## src/verilog/i2c_types_pkg.sv

```systemverilog
package i2c_types_pkg;

    localparam int BITS_PER_BYTE = 8;

    typedef logic [BITS_PER_BYTE-1:0] byte_t;
    typedef logic [6:0] dev_addr_t;
    typedef logic [2:0] byte_count_t;  // 1 to 4, zero counts as one

    typedef struct packed {
        logic        enable;
        logic        int_en;
        dev_addr_t   dev_addr;
        byte_t [3:0] data;             // Byte 0 goes out first
        byte_count_t byte_count;
    } i2c_cfg_t;

    typedef struct packed {
        logic busy;
        logic done;
        logic nack;
    } i2c_event_t;

    typedef enum logic [2:0] {
        IDLE,
        START,
        SHIFT,
        ACK,
        STOP_LOW,
        STOP_HIGH
    } engine_state_e;

endpackage

```

## src/verilog/apb_map_pkg.sv

```systemverilog
package apb_map_pkg;

    typedef logic [7:0]  apb_addr_t;
    typedef logic [31:0] apb_data_t;

    typedef struct packed {
        logic      psel;
        logic      penable;
        logic      pwrite;
        apb_addr_t paddr;
        apb_data_t pwdata;
    } apb_req_t;

    localparam apb_addr_t REG_CTRL     = 8'h00;
    localparam apb_addr_t REG_PRESCALE = 8'h04;
    localparam apb_addr_t REG_ADDR     = 8'h08;
    localparam apb_addr_t REG_DATA     = 8'h0C;
    localparam apb_addr_t REG_COUNT    = 8'h10;
    localparam apb_addr_t REG_STATUS   = 8'h14;

    localparam int CTRL_ENABLE_BIT   = 0;
    localparam int CTRL_INT_EN_BIT   = 1;
    localparam int CTRL_START_BIT    = 2;  // Write only
    localparam int STATUS_BUSY_BIT   = 0;
    localparam int STATUS_DONE_BIT   = 1;
    localparam int STATUS_ERROR_BIT  = 2;

endpackage

```

## src/verilog/apb_reg_decode.sv

```systemverilog
`timescale 1ns/100ps

module apb_reg_decode import apb_map_pkg::*, i2c_types_pkg::*; #(
    parameter int PRESCALE_W = 16
) (
    input  logic                  clk,
    input  logic                  reset_i,
    input  apb_req_t              apb_req_i,
    input  logic                  busy_i,
    input  logic                  done_i,
    input  logic                  error_i,
    output apb_data_t             prdata_o,
    output logic                  pready_o,
    output i2c_cfg_t              cfg_o,
    output logic [PRESCALE_W-1:0] prescale_o,
    output logic                  start_o,
    output logic                  clear_done_o,
    output logic                  clear_error_o
);

    logic                  access;
    logic                  wr_en;
    logic                  rd_en;
    apb_data_t             rd_data;
    logic                  enable_q;
    logic                  int_en_q;
    logic [PRESCALE_W-1:0] prescale_q;
    dev_addr_t             dev_addr_q;
    byte_t [3:0]           data_q;
    byte_count_t           count_q;

    assign access   = apb_req_i.psel && apb_req_i.penable;
    assign wr_en    = access && apb_req_i.pwrite;
    assign rd_en    = access && !apb_req_i.pwrite;
    assign pready_o = 1'b1;  // Zero wait states

    always_ff @(posedge clk) begin
        if (reset_i) begin
            enable_q   <= 1'b0;
            int_en_q   <= 1'b0;
            prescale_q <= '0;
            count_q    <= byte_count_t'(1);
        end else if (wr_en) begin
            case (apb_req_i.paddr)
                REG_CTRL: begin
                    enable_q <= apb_req_i.pwdata[CTRL_ENABLE_BIT];
                    int_en_q <= apb_req_i.pwdata[CTRL_INT_EN_BIT];
                end
                REG_PRESCALE: prescale_q <= apb_req_i.pwdata[PRESCALE_W-1:0];
                REG_COUNT:    count_q    <= apb_req_i.pwdata[$bits(byte_count_t)-1:0];
                default: ;
            endcase
        end
    end

    // Target address and payload
    always_ff @(posedge clk) begin
        if (wr_en && apb_req_i.paddr == REG_ADDR) begin
            dev_addr_q <= apb_req_i.pwdata[$bits(dev_addr_t)-1:0];
        end
        if (wr_en && apb_req_i.paddr == REG_DATA) begin
            data_q <= apb_req_i.pwdata;
        end
    end

    // Start only when enabled in the same write and the engine is idle
    assign start_o = wr_en && apb_req_i.paddr == REG_CTRL
                     && apb_req_i.pwdata[CTRL_START_BIT]
                     && apb_req_i.pwdata[CTRL_ENABLE_BIT] && !busy_i;

    assign clear_done_o  = wr_en && apb_req_i.paddr == REG_STATUS
                           && apb_req_i.pwdata[STATUS_DONE_BIT];
    assign clear_error_o = wr_en && apb_req_i.paddr == REG_STATUS
                           && apb_req_i.pwdata[STATUS_ERROR_BIT];

    always_comb begin
        rd_data = '0;
        case (apb_req_i.paddr)
            REG_CTRL: begin
                rd_data[CTRL_ENABLE_BIT] = enable_q;
                rd_data[CTRL_INT_EN_BIT] = int_en_q;
            end
            REG_PRESCALE: rd_data = apb_data_t'(prescale_q);
            REG_ADDR:     rd_data = apb_data_t'(dev_addr_q);
            REG_DATA:     rd_data = data_q;
            REG_COUNT:    rd_data = apb_data_t'(count_q);
            REG_STATUS: begin
                rd_data[STATUS_BUSY_BIT]  = busy_i;
                rd_data[STATUS_DONE_BIT]  = done_i;
                rd_data[STATUS_ERROR_BIT] = error_i;
            end
            default: ;  // Unmapped reads as zero
        endcase
    end

    assign prdata_o   = rd_en ? rd_data : '0;
    assign prescale_o = prescale_q;

    assign cfg_o = '{
        enable:     enable_q,
        int_en:     int_en_q,
        dev_addr:   dev_addr_q,
        data:       data_q,
        byte_count: count_q
    };

    // An accepted start finds the engine idle and makes it busy next cycle
    a_start_idle: assert property (@(posedge clk) disable iff (reset_i)
        start_o |-> !busy_i ##1 busy_i);

endmodule

```

## src/verilog/i2c_scl_gen.sv

```systemverilog
`timescale 1ns/100ps

module i2c_scl_gen #(
    parameter int PRESCALE_W = 16
) (
    input  logic                  clk,
    input  logic                  reset_i,
    input  logic                  run_i,
    input  logic [PRESCALE_W-1:0] prescale_i,
    output logic                  scl_o,
    output logic                  scl_rise_o,
    output logic                  scl_fall_o
);

    logic [PRESCALE_W-1:0] cnt_q;
    logic                  scl_q;
    logic                  rise_q;
    logic                  fall_q;
    logic                  wrap;

    // Also wraps if the prescaler is lowered mid count
    assign wrap = (cnt_q >= prescale_i);

    always_ff @(posedge clk) begin
        if (reset_i || !run_i) begin
            cnt_q  <= '0;
            scl_q  <= 1'b1;  // Bus idle level
            rise_q <= 1'b0;
            fall_q <= 1'b0;
        end else begin
            rise_q <= wrap && !scl_q;
            fall_q <= wrap && scl_q;
            if (wrap) begin
                cnt_q <= '0;
                scl_q <= !scl_q;
            end else begin
                cnt_q <= cnt_q + 1'b1;
            end
        end
    end

    assign scl_o      = scl_q;
    assign scl_rise_o = rise_q;
    assign scl_fall_o = fall_q;

    // Strobes are exclusive and mark a real change of SCL
    a_scl_strobes: assert property (@(posedge clk) disable iff (reset_i)
        (scl_rise_o || scl_fall_o) |->
            !(scl_rise_o && scl_fall_o) && (scl_o != $past(scl_o)));

endmodule

```

## src/verilog/i2c_write_engine.sv

```systemverilog
`timescale 1ns/100ps

module i2c_write_engine import i2c_types_pkg::*; (
    input  logic       clk,
    input  logic       reset_i,
    input  logic       start_i,
    input  i2c_cfg_t   cfg_i,
    input  logic       scl_rise_i,
    input  logic       scl_fall_i,
    input  logic       sda_i,
    output logic       run_o,
    output logic       sda_oe_o,
    output i2c_event_t evt_o
);

    engine_state_e                    state_q;
    byte_t                            shift_q;
    byte_t [3:0]                      data_q;
    logic [$clog2(BITS_PER_BYTE)-1:0] bit_cnt_q;
    byte_count_t                      bytes_left_q;
    byte_count_t                      count_eff;
    logic                             nack_q;
    logic                             sda_oe_q;
    logic                             done_q;
    logic                             nack_evt_q;
    logic                             next_byte;

    always_comb begin
        if (cfg_i.byte_count == '0) begin
            count_eff = byte_count_t'(1);
        end else if (cfg_i.byte_count > byte_count_t'(4)) begin
            count_eff = byte_count_t'(4);
        end else begin
            count_eff = cfg_i.byte_count;
        end
    end

    // Acked and more bytes to go
    assign next_byte = scl_fall_i && !nack_q && bytes_left_q != '0;

    always_ff @(posedge clk) begin
        if (reset_i) begin
            state_q      <= IDLE;
            sda_oe_q     <= 1'b0;
            bit_cnt_q    <= '0;
            bytes_left_q <= '0;
            nack_q       <= 1'b0;
            done_q       <= 1'b0;
            nack_evt_q   <= 1'b0;
        end else begin
            done_q     <= 1'b0;
            nack_evt_q <= 1'b0;
            case (state_q)
                IDLE: begin
                    if (start_i) begin
                        state_q      <= START;
                        sda_oe_q     <= 1'b1;  // START, SDA falls with SCL high
                        bytes_left_q <= count_eff;
                        nack_q       <= 1'b0;
                    end
                end
                START: begin
                    if (scl_fall_i) begin
                        state_q   <= SHIFT;
                        bit_cnt_q <= '0;
                        sda_oe_q  <= !shift_q[BITS_PER_BYTE-1];
                    end
                end
                SHIFT: begin
                    if (scl_fall_i) begin
                        if (bit_cnt_q == BITS_PER_BYTE - 1) begin
                            state_q  <= ACK;
                            sda_oe_q <= 1'b0;  // Slave owns the ninth bit
                        end else begin
                            bit_cnt_q <= bit_cnt_q + 1'b1;
                            sda_oe_q  <= !shift_q[BITS_PER_BYTE-2];
                        end
                    end
                end
                ACK: begin
                    if (scl_rise_i) begin
                        nack_q <= sda_i;
                    end else if (next_byte) begin
                        state_q      <= SHIFT;
                        bit_cnt_q    <= '0;
                        bytes_left_q <= bytes_left_q - 1'b1;
                        sda_oe_q     <= !data_q[0][BITS_PER_BYTE-1];
                    end else if (scl_fall_i) begin
                        state_q  <= STOP_LOW;
                        sda_oe_q <= 1'b1;
                    end
                end
                STOP_LOW: begin
                    if (scl_rise_i) begin
                        state_q  <= STOP_HIGH;
                        sda_oe_q <= 1'b0;  // STOP, SDA rises with SCL high
                    end
                end
                STOP_HIGH: begin
                    state_q    <= IDLE;
                    done_q     <= !nack_q;
                    nack_evt_q <= nack_q;
                end
                default: state_q <= IDLE;
            endcase
        end
    end

    // Byte shifter and the latched data word
    always_ff @(posedge clk) begin
        if (state_q == IDLE && start_i) begin
            shift_q <= {cfg_i.dev_addr, 1'b0};  // R/W low
            data_q  <= cfg_i.data;
        end else if (state_q == SHIFT && scl_fall_i) begin
            shift_q <= shift_q << 1;
        end else if (state_q == ACK && next_byte) begin
            shift_q <= data_q[0];
            data_q  <= data_q >> BITS_PER_BYTE;
        end
    end

    // Park SCL high as soon as the STOP rise is seen
    assign run_o = state_q != IDLE && state_q != STOP_HIGH
                   && !(state_q == STOP_LOW && scl_rise_i);

    assign sda_oe_o = sda_oe_q;

    assign evt_o = '{
        busy: state_q != IDLE,
        done: done_q,
        nack: nack_evt_q
    };

    a_state_legal: assert property (@(posedge clk) disable iff (reset_i)
        state_q inside {IDLE, START, SHIFT, ACK, STOP_LOW, STOP_HIGH});

endmodule

```

## src/verilog/i2c_status_result.sv

```systemverilog
`timescale 1ns/100ps

module i2c_status_result import i2c_types_pkg::*; (
    input  logic       clk,
    input  logic       reset_i,
    input  i2c_event_t evt_i,
    input  logic       int_en_i,
    input  logic       clear_done_i,
    input  logic       clear_error_i,
    output logic       done_o,
    output logic       error_o,
    output logic       irq_o
);

    logic done_q;
    logic error_q;

    // Set wins over a clear in the same cycle
    always_ff @(posedge clk) begin
        if (reset_i) begin
            done_q  <= 1'b0;
            error_q <= 1'b0;
        end else begin
            if (evt_i.done) begin
                done_q <= 1'b1;
            end else if (clear_done_i) begin
                done_q <= 1'b0;
            end
            if (evt_i.nack) begin
                error_q <= 1'b1;
            end else if (clear_error_i) begin
                error_q <= 1'b0;
            end
        end
    end

    assign done_o  = done_q;
    assign error_o = error_q;
    assign irq_o   = int_en_i && (done_q || error_q);

    // A result closes exactly one transfer
    a_result_end: assert property (@(posedge clk) disable iff (reset_i)
        (evt_i.done || evt_i.nack) |->
            !(evt_i.done && evt_i.nack) && !evt_i.busy && $past(evt_i.busy));

endmodule

```

## src/verilog/i2c_master_top.sv

```systemverilog
`timescale 1ns/100ps

module i2c_master_top import apb_map_pkg::*, i2c_types_pkg::*; #(
    parameter int PRESCALE_W = 16
) (
    input  logic      clk,
    input  logic      reset_i,
    input  apb_req_t  apb_req_i,
    output apb_data_t prdata_o,
    output logic      pready_o,
    output logic      irq_o,
    output logic      scl_o,
    output logic      sda_oe_o,
    input  logic      sda_i
);

    i2c_cfg_t              cfg;
    logic [PRESCALE_W-1:0] prescale;
    logic                  start_pulse;
    logic                  clear_done;
    logic                  clear_error;
    logic                  run;
    logic                  scl_rise;
    logic                  scl_fall;
    i2c_event_t            evt;
    logic                  done;
    logic                  error;

    apb_reg_decode #(.PRESCALE_W(PRESCALE_W)) u_decode (
        .clk(clk), .reset_i(reset_i), .apb_req_i(apb_req_i),
        .busy_i(evt.busy), .done_i(done), .error_i(error),
        .prdata_o(prdata_o), .pready_o(pready_o), .cfg_o(cfg), .prescale_o(prescale),
        .start_o(start_pulse), .clear_done_o(clear_done), .clear_error_o(clear_error)
    );

    i2c_scl_gen #(.PRESCALE_W(PRESCALE_W)) u_scl_gen (
        .clk(clk), .reset_i(reset_i), .run_i(run), .prescale_i(prescale),
        .scl_o(scl_o), .scl_rise_o(scl_rise), .scl_fall_o(scl_fall)
    );

    i2c_write_engine u_engine (
        .clk(clk), .reset_i(reset_i), .start_i(start_pulse), .cfg_i(cfg),
        .scl_rise_i(scl_rise), .scl_fall_i(scl_fall), .sda_i(sda_i),
        .run_o(run), .sda_oe_o(sda_oe_o), .evt_o(evt)
    );

    i2c_status_result u_result (
        .clk(clk), .reset_i(reset_i), .evt_i(evt), .int_en_i(cfg.int_en),
        .clear_done_i(clear_done), .clear_error_i(clear_error),
        .done_o(done), .error_o(error), .irq_o(irq_o)
    );

endmodule

```

## config.mk

```make
export PLATFORM = sky130hd
export DESIGN_NAME = i2c_master_top
export DESIGN_NICKNAME = d
export VERILOG_FILES = /design/src/verilog/i2c_types_pkg.sv /design/src/verilog/apb_map_pkg.sv /design/src/verilog/apb_reg_decode.sv /design/src/verilog/i2c_scl_gen.sv /design/src/verilog/i2c_write_engine.sv /design/src/verilog/i2c_status_result.sv /design/src/verilog/i2c_master_top.sv
export SDC_FILE = /design/constraint.sdc
export NUM_CORES = 1
export LEC_CHECK = 0
export ABC_CLOCK_PERIOD_IN_PS = 4600
export BUFFER_PORTS_ARGS = -buffer_cell sky130_fd_sc_hd__clkbuf_2
export CORE_MARGIN = 10
export CORE_UTILIZATION = 33
export DETAILED_ROUTE_END_ITERATION = 7
export PLACE_DENSITY = 0.6
export SYNTH_ARGS = -nofsm -noshare
export SYNTH_HDL_FRONTEND = slang
export SYNTH_SLANG_ARGS = --single-unit
```

## constraint.sdc

```tcl
create_clock -name clk -period 4.6 [get_ports clk]
set_input_delay 0.92 -clock clk [delete_from_list [all_inputs] [get_ports clk]]
set_output_delay 0.92 -clock clk [all_outputs]
set_load 0.005 [all_outputs]
```

==> out/results.txt, run 1 <==
outcome - completed
P_leak - 2.91 nW
number of buffers added to fix hold violations after cts - 0
total gr overflow - 0
routed wl met2 - 8060 um
Worst-Skew Late Latency - 0.43 ns
IO buf count - 80
CTS tree - yes
num ports - 82
Die H - 159 um
maximum clock insertion buffer count - 2
Ant. Diodes - 0
Worst path slowest cell - or4_1
xor/xnor share of the synthesized area - 1.94%
Rows - 50
Post-synth EDFFs - 78
min Tclk post-route - 3.89 ns
final worst slack - 0.713 ns
WL per Instance - 17.0 um
crit path DAT - 2.97 ns
vias in the first global route - 4583
Synth cell types - 60
post-CTS setup buffer count - 0
startpoint types - input port
Syn Std Cell Area - 6330 um2
Clock Pin Slew Worst Setup and Hold Paths - 0.05 ns
M1 WL - 7140 um
worst reg-to-reg setup slack - 1.93 ns
CP delay by family, top - simple AND/OR/NAND/NOR gates
Via density - 4.98
Final Hold Viols - 0
Worst slew margin - 32.5%
maximum clock rate - 257 MHz
critical path's largest stage delay - 0.69 ns
Seq/Total Area, Yosys - 54.7%
Critical Path RT - 3.68 ns
Tot Pwr - 2.82 mW
design area - 7440 um2
Synth Flop Type - edfxtp_1
DP Area - 6880 um2
Critical Path Most Common Cell - clkbuf_2
TritonCTS buffer count - 17
pre-CTS setup slack - 0.704 ns
routed wl met3 - 696 um
Post-DRT Antenna Nets - 0
worst-path fanout max - 9
final period utilization - 84.5%
Die Wd - 159 um
first-pass GRT wire length - 25400 um
max_cap viols - 0
Remaining DRCs - 0
min-delay worst type - flop to flop
Crit Path Class - input port to output port
Post-Layout Cell Count - 950
Initial Util - 33.7%
H-tree depth - 4
adder-cell share of the synthesized area - 4.15%
Setup crit end kind - output port
Worst Max-Slew Pin Slew - 1.01 ns
Layout area overhead - 17.5%
Worst Path Buf+Inv - 2
die area - 25100 um2
Pre-antenna DRT Iters - 8
ys async rst share - 0%
share of cells above drive strength 1 - 18.6%
clock skew - 0.0149 ns
initial antenna violation count - 0
Syn Inst Count - 631
clock sink count - 134
Synthesis Warnings - 0
simple-gate portion of the synthesized area - 22.2%
RSZ-0062 raised after global routing - no
placed insts - 918
DR vias - 4728
Util after Layout - 39.6%
top sig layer - met4
post-synthesis compound-gate area fraction - 8.95%
pin count of the biggest net entering global routing - 36
Final Slew Violations - 0
pwr dens - 379 nW/um2
final WL - 16200 um
minimum hold slack - 0.446 ns
setup TNS - 0 ns
Syn Nets - 698
post-synthesis mux area share - 3.16%
Max VDD drop - 0.250 mV
Root Buffer - clkbuf_16
Avg Cell Area, Syn - 10.0 um2
Finish-stage setup viols - 0
gpl congestion - 0.785
largest family of logic cells by synthesized area - simple AND/OR/NAND/NOR gates
Net count, final - 770
Core Footprint - 18800 um2
global router's overall resource usage - 13.3%
post-CTS sizing - 0
dpl hpwl - 11900 um
DR iter-0 viols - 410
number of synthesized register bits - 134
cells along the critical path - clkbuf_2, or4_1, nor3_1, nand2_1, or2_0, nor2_1, clkbuf_2
[cell families (layout without fill, tap and decap cells)]
| group | Yosys count | in the layout |
|---|---|---|
| simple gates | 297 | 297 |
| mux | 17 | 17 |
| other cells | 1 | 1 |
| flops | 134 | 134 |
| compound gates | 85 | 85 |
| fa+ha+maj | 21 | 21 |
| buf+inv | 62 | 147 |
| xor+xnor | 14 | 14 |
[where the power goes]
group,switching (mW),internal (mW),total (mW)
registers,0.0415,1.28,1.33
clock network,0.522,0.768,1.29
logic,0.118,0.0874,0.205
[cell usage after synthesis, types with 2 or more instances]
cell type    n  area, um2
a211oi_1     4       30.0
a21oi_1     35        175
a222oi_1     7       70.1
a22oi_1     13       97.6
a32o_1       2       20.0
a41oi_1      2       17.5
and2_1      20        125
and2b_1      2       15.0
and3_1      15       93.8
buf_2        5       25.0
buf_4        3       22.5
buf_6        7       78.8
clkbuf_1    16       60.1
dfxtp_1     56       1120
edfxtp_1    78       2340
ha_1        21        263
inv_1       29        109
mux2_2       4       45.0
mux2i_1     11        110
mux4_2       2       45.0
nand2_1    133        499
nand2b_1     5       31.3
nand3_1     20        100
nand3b_1     2       15.0
nand4_1      7       43.8
nor2_1      57        214
nor2_2       2       12.5
nor2b_1      4       25.0
nor3_1       7       35.0
nor3b_1      2       15.0
nor4_1       4       25.0
o21a_1       2       15.0
o21ai_0      7       35.0
o21bai_1     2       15.0
o31ai_1      2       15.0
or2_2        4       25.0
or3_1        3       18.8
or4_1        2       15.0
xnor2_1      7       61.3
xor2_1       7       61.3
[layout by cell type, fill, tap and decap left out, types with 17 or more instances in the layout]
cell type and n:
a21oi_1 35, and2_1 20, clkbuf_16 17, clkbuf_2 80
dfxtp_1 56, edfxtp_1 78, ha_1 21, inv_1 29
nand2_1 133, nand3_1 20, nor2_1 57
[worst paths after layout]
| path | startpoint | end | depth (start not counted) |
|---|---|---|---|
| min reg2reg | u_engine.nack_evt_q | u_result.error_o | 2 |
| max reg2reg | u_engine.state_q[0] | u_engine.shift_q[1] | 6 |
| min | u_engine.nack_evt_q | u_result.error_o | 2 |
| max | apb_req_i[33] | prdata_o[13] | 7 |
[registers in the layout, indices dropped and copies added, names as in the netlist, 3 cells and up]
register / flops
u_engine.bit_cnt_q: 3
u_engine.data_q: 32
u_decode.count_q: 3
u_decode.prescale_o: 16
u_engine.bytes_left_q: 3
u_decode.dev_addr_q: 7
u_scl_gen.cnt_q: 16
u_decode.cfg_o: 32
u_engine.state_q: 3
u_engine.shift_q: 8
[worst min-delay path: stages, from the launching register on]
cell	delay [ns]
dfxtp_1	0.31
a21oi_1	0.04
nor2_1	0.06
[per-layer routing]
| layer | vias up | global-route usage (%) |
|---|---|---|
| li1 | 2356 | - |
| met1 | 2251 | 16.4 |
| met2 | 103 | 21.8 |
| met3 | 18 | 3.00 |
| met4 | 0 | 5.73 |
| met5 | - | 0 |
[final cells by class]
cell class	instances	area, um2
Inverter	29	109
Timing Repair Buffer	86	445
Fill cell	1877	11300
Clock inverter	12	105
Sequential cell	134	3460
Tap cell	234	293
Clock buffer	20	457
Multi-Input combinational cell	435	2570
No activity file was read; power rests on OpenSTA's default activity.
==> run 2, diff against run 1 <==
--- a/config.mk
+++ b/config.mk
@@ -5,7 +5,7 @@
 export SDC_FILE = /design/constraint.sdc
 export NUM_CORES = 1
 export LEC_CHECK = 0
-export ABC_CLOCK_PERIOD_IN_PS = 4600
+export ABC_CLOCK_PERIOD_IN_PS = 4000
 export BUFFER_PORTS_ARGS = -buffer_cell sky130_fd_sc_hd__clkbuf_2
 export CORE_MARGIN = 10
 export CORE_UTILIZATION = 33
==> constraint.sdc (replaced) <==
create_clock -name clk -period 4 [get_ports clk]
set_input_delay 0.8 -clock clk [delete_from_list [all_inputs] [get_ports clk]]
set_output_delay 0.8 -clock clk [all_outputs]
set_load 0.005 [all_outputs]
==> run 2 against run 1 <==
Setup slack worse by 0.17 ns. Die area stayed put. Critical path depth stayed put. Core utilization is 0.32 points higher. Critical path type unchanged. Largest cell class unchanged.
==> out/results.txt, run 2 (same netlist as run 1, synthesis figures left out) <==
Reg area - 3460 um2 (unchanged)
Rows - 50 (unchanged)
design area - 7500 um2 (+0.81%)
Worst path slowest cell - or4_1
global router's overall resource usage - 13.4% (+0.087 points)
DR iter-0 viols - 449 (+9.5%)
pre-CTS setup slack - 0.525 ns (-0.179 ns)
worst reg-to-reg setup slack - 1.35 ns (-0.58 ns)
r2r endpoint - u_engine.shift_q[7]
pwr dens - 444 nW/um2 (+17%)
final WL - 16300 um (+0.78%)
Remaining DRCs - 0 (unchanged)
Initial Util - 33.7% (unchanged)
worst-path fanout max - 9 (unchanged)
die area - 25100 um2 (unchanged)
WHS Endpoint - u_result.done_o
Net count, final - 774 (+0.52%)
hold_sp - u_engine.done_q
maximum clock rate - 289 MHz
area of the multi-input gates - 2570 um2 (unchanged)
Post-DRT Antenna Nets - 0 (unchanged)
critical path's largest stage delay - 0.54 ns (-0.15 ns)
maximum clock insertion buffer count - 2 (unchanged)
Critical Path RT - 3.20 ns (-0.48 ns)
WL per Instance - 17.1 um (+0.26%)
Hold Crit Depth - 2 (unchanged)
number of buffers added to fix hold violations after cts - 0 (unchanged)
max_cap viols - 0 (unchanged)
Worst-Skew Late Latency - 0.43 ns (about the same)
Filler cells - 1850 (-1.4%)
vias in the first global route - 4744 (+3.5%)
final worst slack - 0.538 ns (-0.175 ns)
post-CTS sizing - 0 (unchanged)
P_leak - 2.93 nW (+0.71%)
num ports - 82 (unchanged)
DP Area - 6910 um2 (+0.44%)
min-delay worst type - flop to flop
first-pass GRT wire length - 25900 um (+1.9%)
RSZ-0062 raised after global routing - no
TritonCTS buffer count - 17 (unchanged)
Reg2Reg Launch Point - u_engine.state_q[0]
stages on the worst setup path - 7 (unchanged)
most frequent cells in the layout - 133 x nand2_1, 80 x clkbuf_2, 78 x edfxtp_1
clock sink count - 134 (unchanged)
Die H - 159 um (unchanged)
Via density - 5.01 (+0.74%)
share of cells above drive strength 1 - 18.8% (+0.17 points)
Worst Max-Slew Pin Slew - 0.799 ns (-0.211 ns)
leading cell type in the layout, fill and taps excluded - nand2_1
IO buf count - 80 (unchanged)
Finish-stage setup viols - 0 (unchanged)
Pre-antenna DRT Iters - 8 (unchanged)
Root Buffer - clkbuf_16
setup TNS - 0 ns (unchanged)
Final Hold Viols - 0 (unchanged)
startpoint types - input port
post-CTS setup buffer count - 0 (unchanged)
DR vias - 4788 (+1.3%)
outcome - completed
Crit Path Class - input port to output port
Critical Path Most Common Cell - clkbuf_2
initial antenna violation count - 1 (+1)
Worst Path Buf+Inv - 2 (unchanged)
min Tclk post-route - 3.46 ns
Die Wd - 159 um (unchanged)
Util after Layout - 40.0% (+0.32 points)
Max VDD drop - 0.311 mV (+25%)
gpl congestion - 0.817 (+4.1%)
H-tree depth - 4 (unchanged)
pin count of the biggest net entering global routing - 36 (unchanged)
Setup crit end kind - output port
dpl hpwl - 11900 um (-0.39%)
CTS tree - yes
CP delay by family, top - simple AND/OR/NAND/NOR gates
Clock Pin Slew Worst Setup and Hold Paths - 0.06 ns (about the same)
Worst slew margin - 46.7% (+14 points)
Core Footprint - 18800 um2 (unchanged)
Reg2Reg Depth - 6 (unchanged)
Final Slew Violations - 0 (unchanged)
clock skew - 0.00738 ns (-0.00756 ns)
final period utilization - 86.6%
total gr overflow - 0 (unchanged)
cells along the critical path - clkbuf_2, or4_1, nor3_1, nand2_1, or2_0, nor2_1, clkbuf_2
Layout area overhead - 18.4%
crit path DAT - 2.66 ns (-0.31 ns)
==> run 2: changes by cell type in the layout (fill, tap and decap cells not counted), sizes merged <==
cell / change
buf: +4
bufinv: +2
clkinv: -6
clkinvlp: +2
diode: +1
inv: +2
==> run 2: worst max path at each step <==
stage	to	from	slack, ns
after global routing	prdata_o[10]	apb_req_i[33]	0.35
after CTS	prdata_o[8]	apb_req_i[33]	0.51
final	prdata_o[10]	apb_req_i[33]	0.54
after detailed placement	prdata_o[8]	apb_req_i[33]	0.53
after floorplan	u_decode.cfg_o[10]	apb_req_i[33]	0.01
after global placement	prdata_o[10]	apb_req_i[33]	0.56
==> run 2: cell type report <==
class / count / area share, %
Inverter: 29 / 1.45
Clock buffer: 20 / 5.82
Clock inverter: 12 / 2.04
Timing Repair Buffer: 90 / 6.34
Antenna cell: 1 / 0.0334
Sequential cell: 134 / 46.2
Tap cell: 234 / 3.90
Multi-Input combinational cell: 435 / 34.2
==> run 2: through the flow <==
stage                     hold slack (ns)  total power, mW  cells
after global routing                0.484             3.45    955
after global placement              0.425             1.79    922
final                               0.454             3.33    955
after floorplan                     0.413             1.71    631
after detailed placement            0.432             1.79    922
after CTS                           0.458             3.35    954
==> run 2: worst register-to-register path, stage by stage, from the launching register on <==
cell and delay (ns):
dfxtp_1 0.46, or3_1 0.47, nor4_1 0.24, buf_4 0.23, and2_1 0.16, buf_4 0.37, or3_1 0.39
==> run 2: per-layer routing <==
| metal | track usage (%) | vias up | wire length, um | part of all wire [%] |
|---|---|---|---|---|
| met1 | 16.2 | 2273 | 7150 | 44 |
| met2 | 22.2 | 127 | 8150 | 50 |
| met5 | 0 | - | 0 | 0 |
| met4 | 5.03 | 0 | 312 | 1.9 |
| met3 | 3.64 | 22 | 700 | 4.3 |
| li1 | - | 2366 | - | - |
==> run 2: report_power, final <==
| group | leakage [nW] | switching, mW | internal [mW] |
|---|---|---|---|
| clock | 0.278 | 0.591 | 0.979 |
| combinational | 1.48 | 0.134 | 0.101 |
| sequential | 1.17 | 0.0475 | 1.48 |
| total | 2.93 | 0.773 | 2.56 |
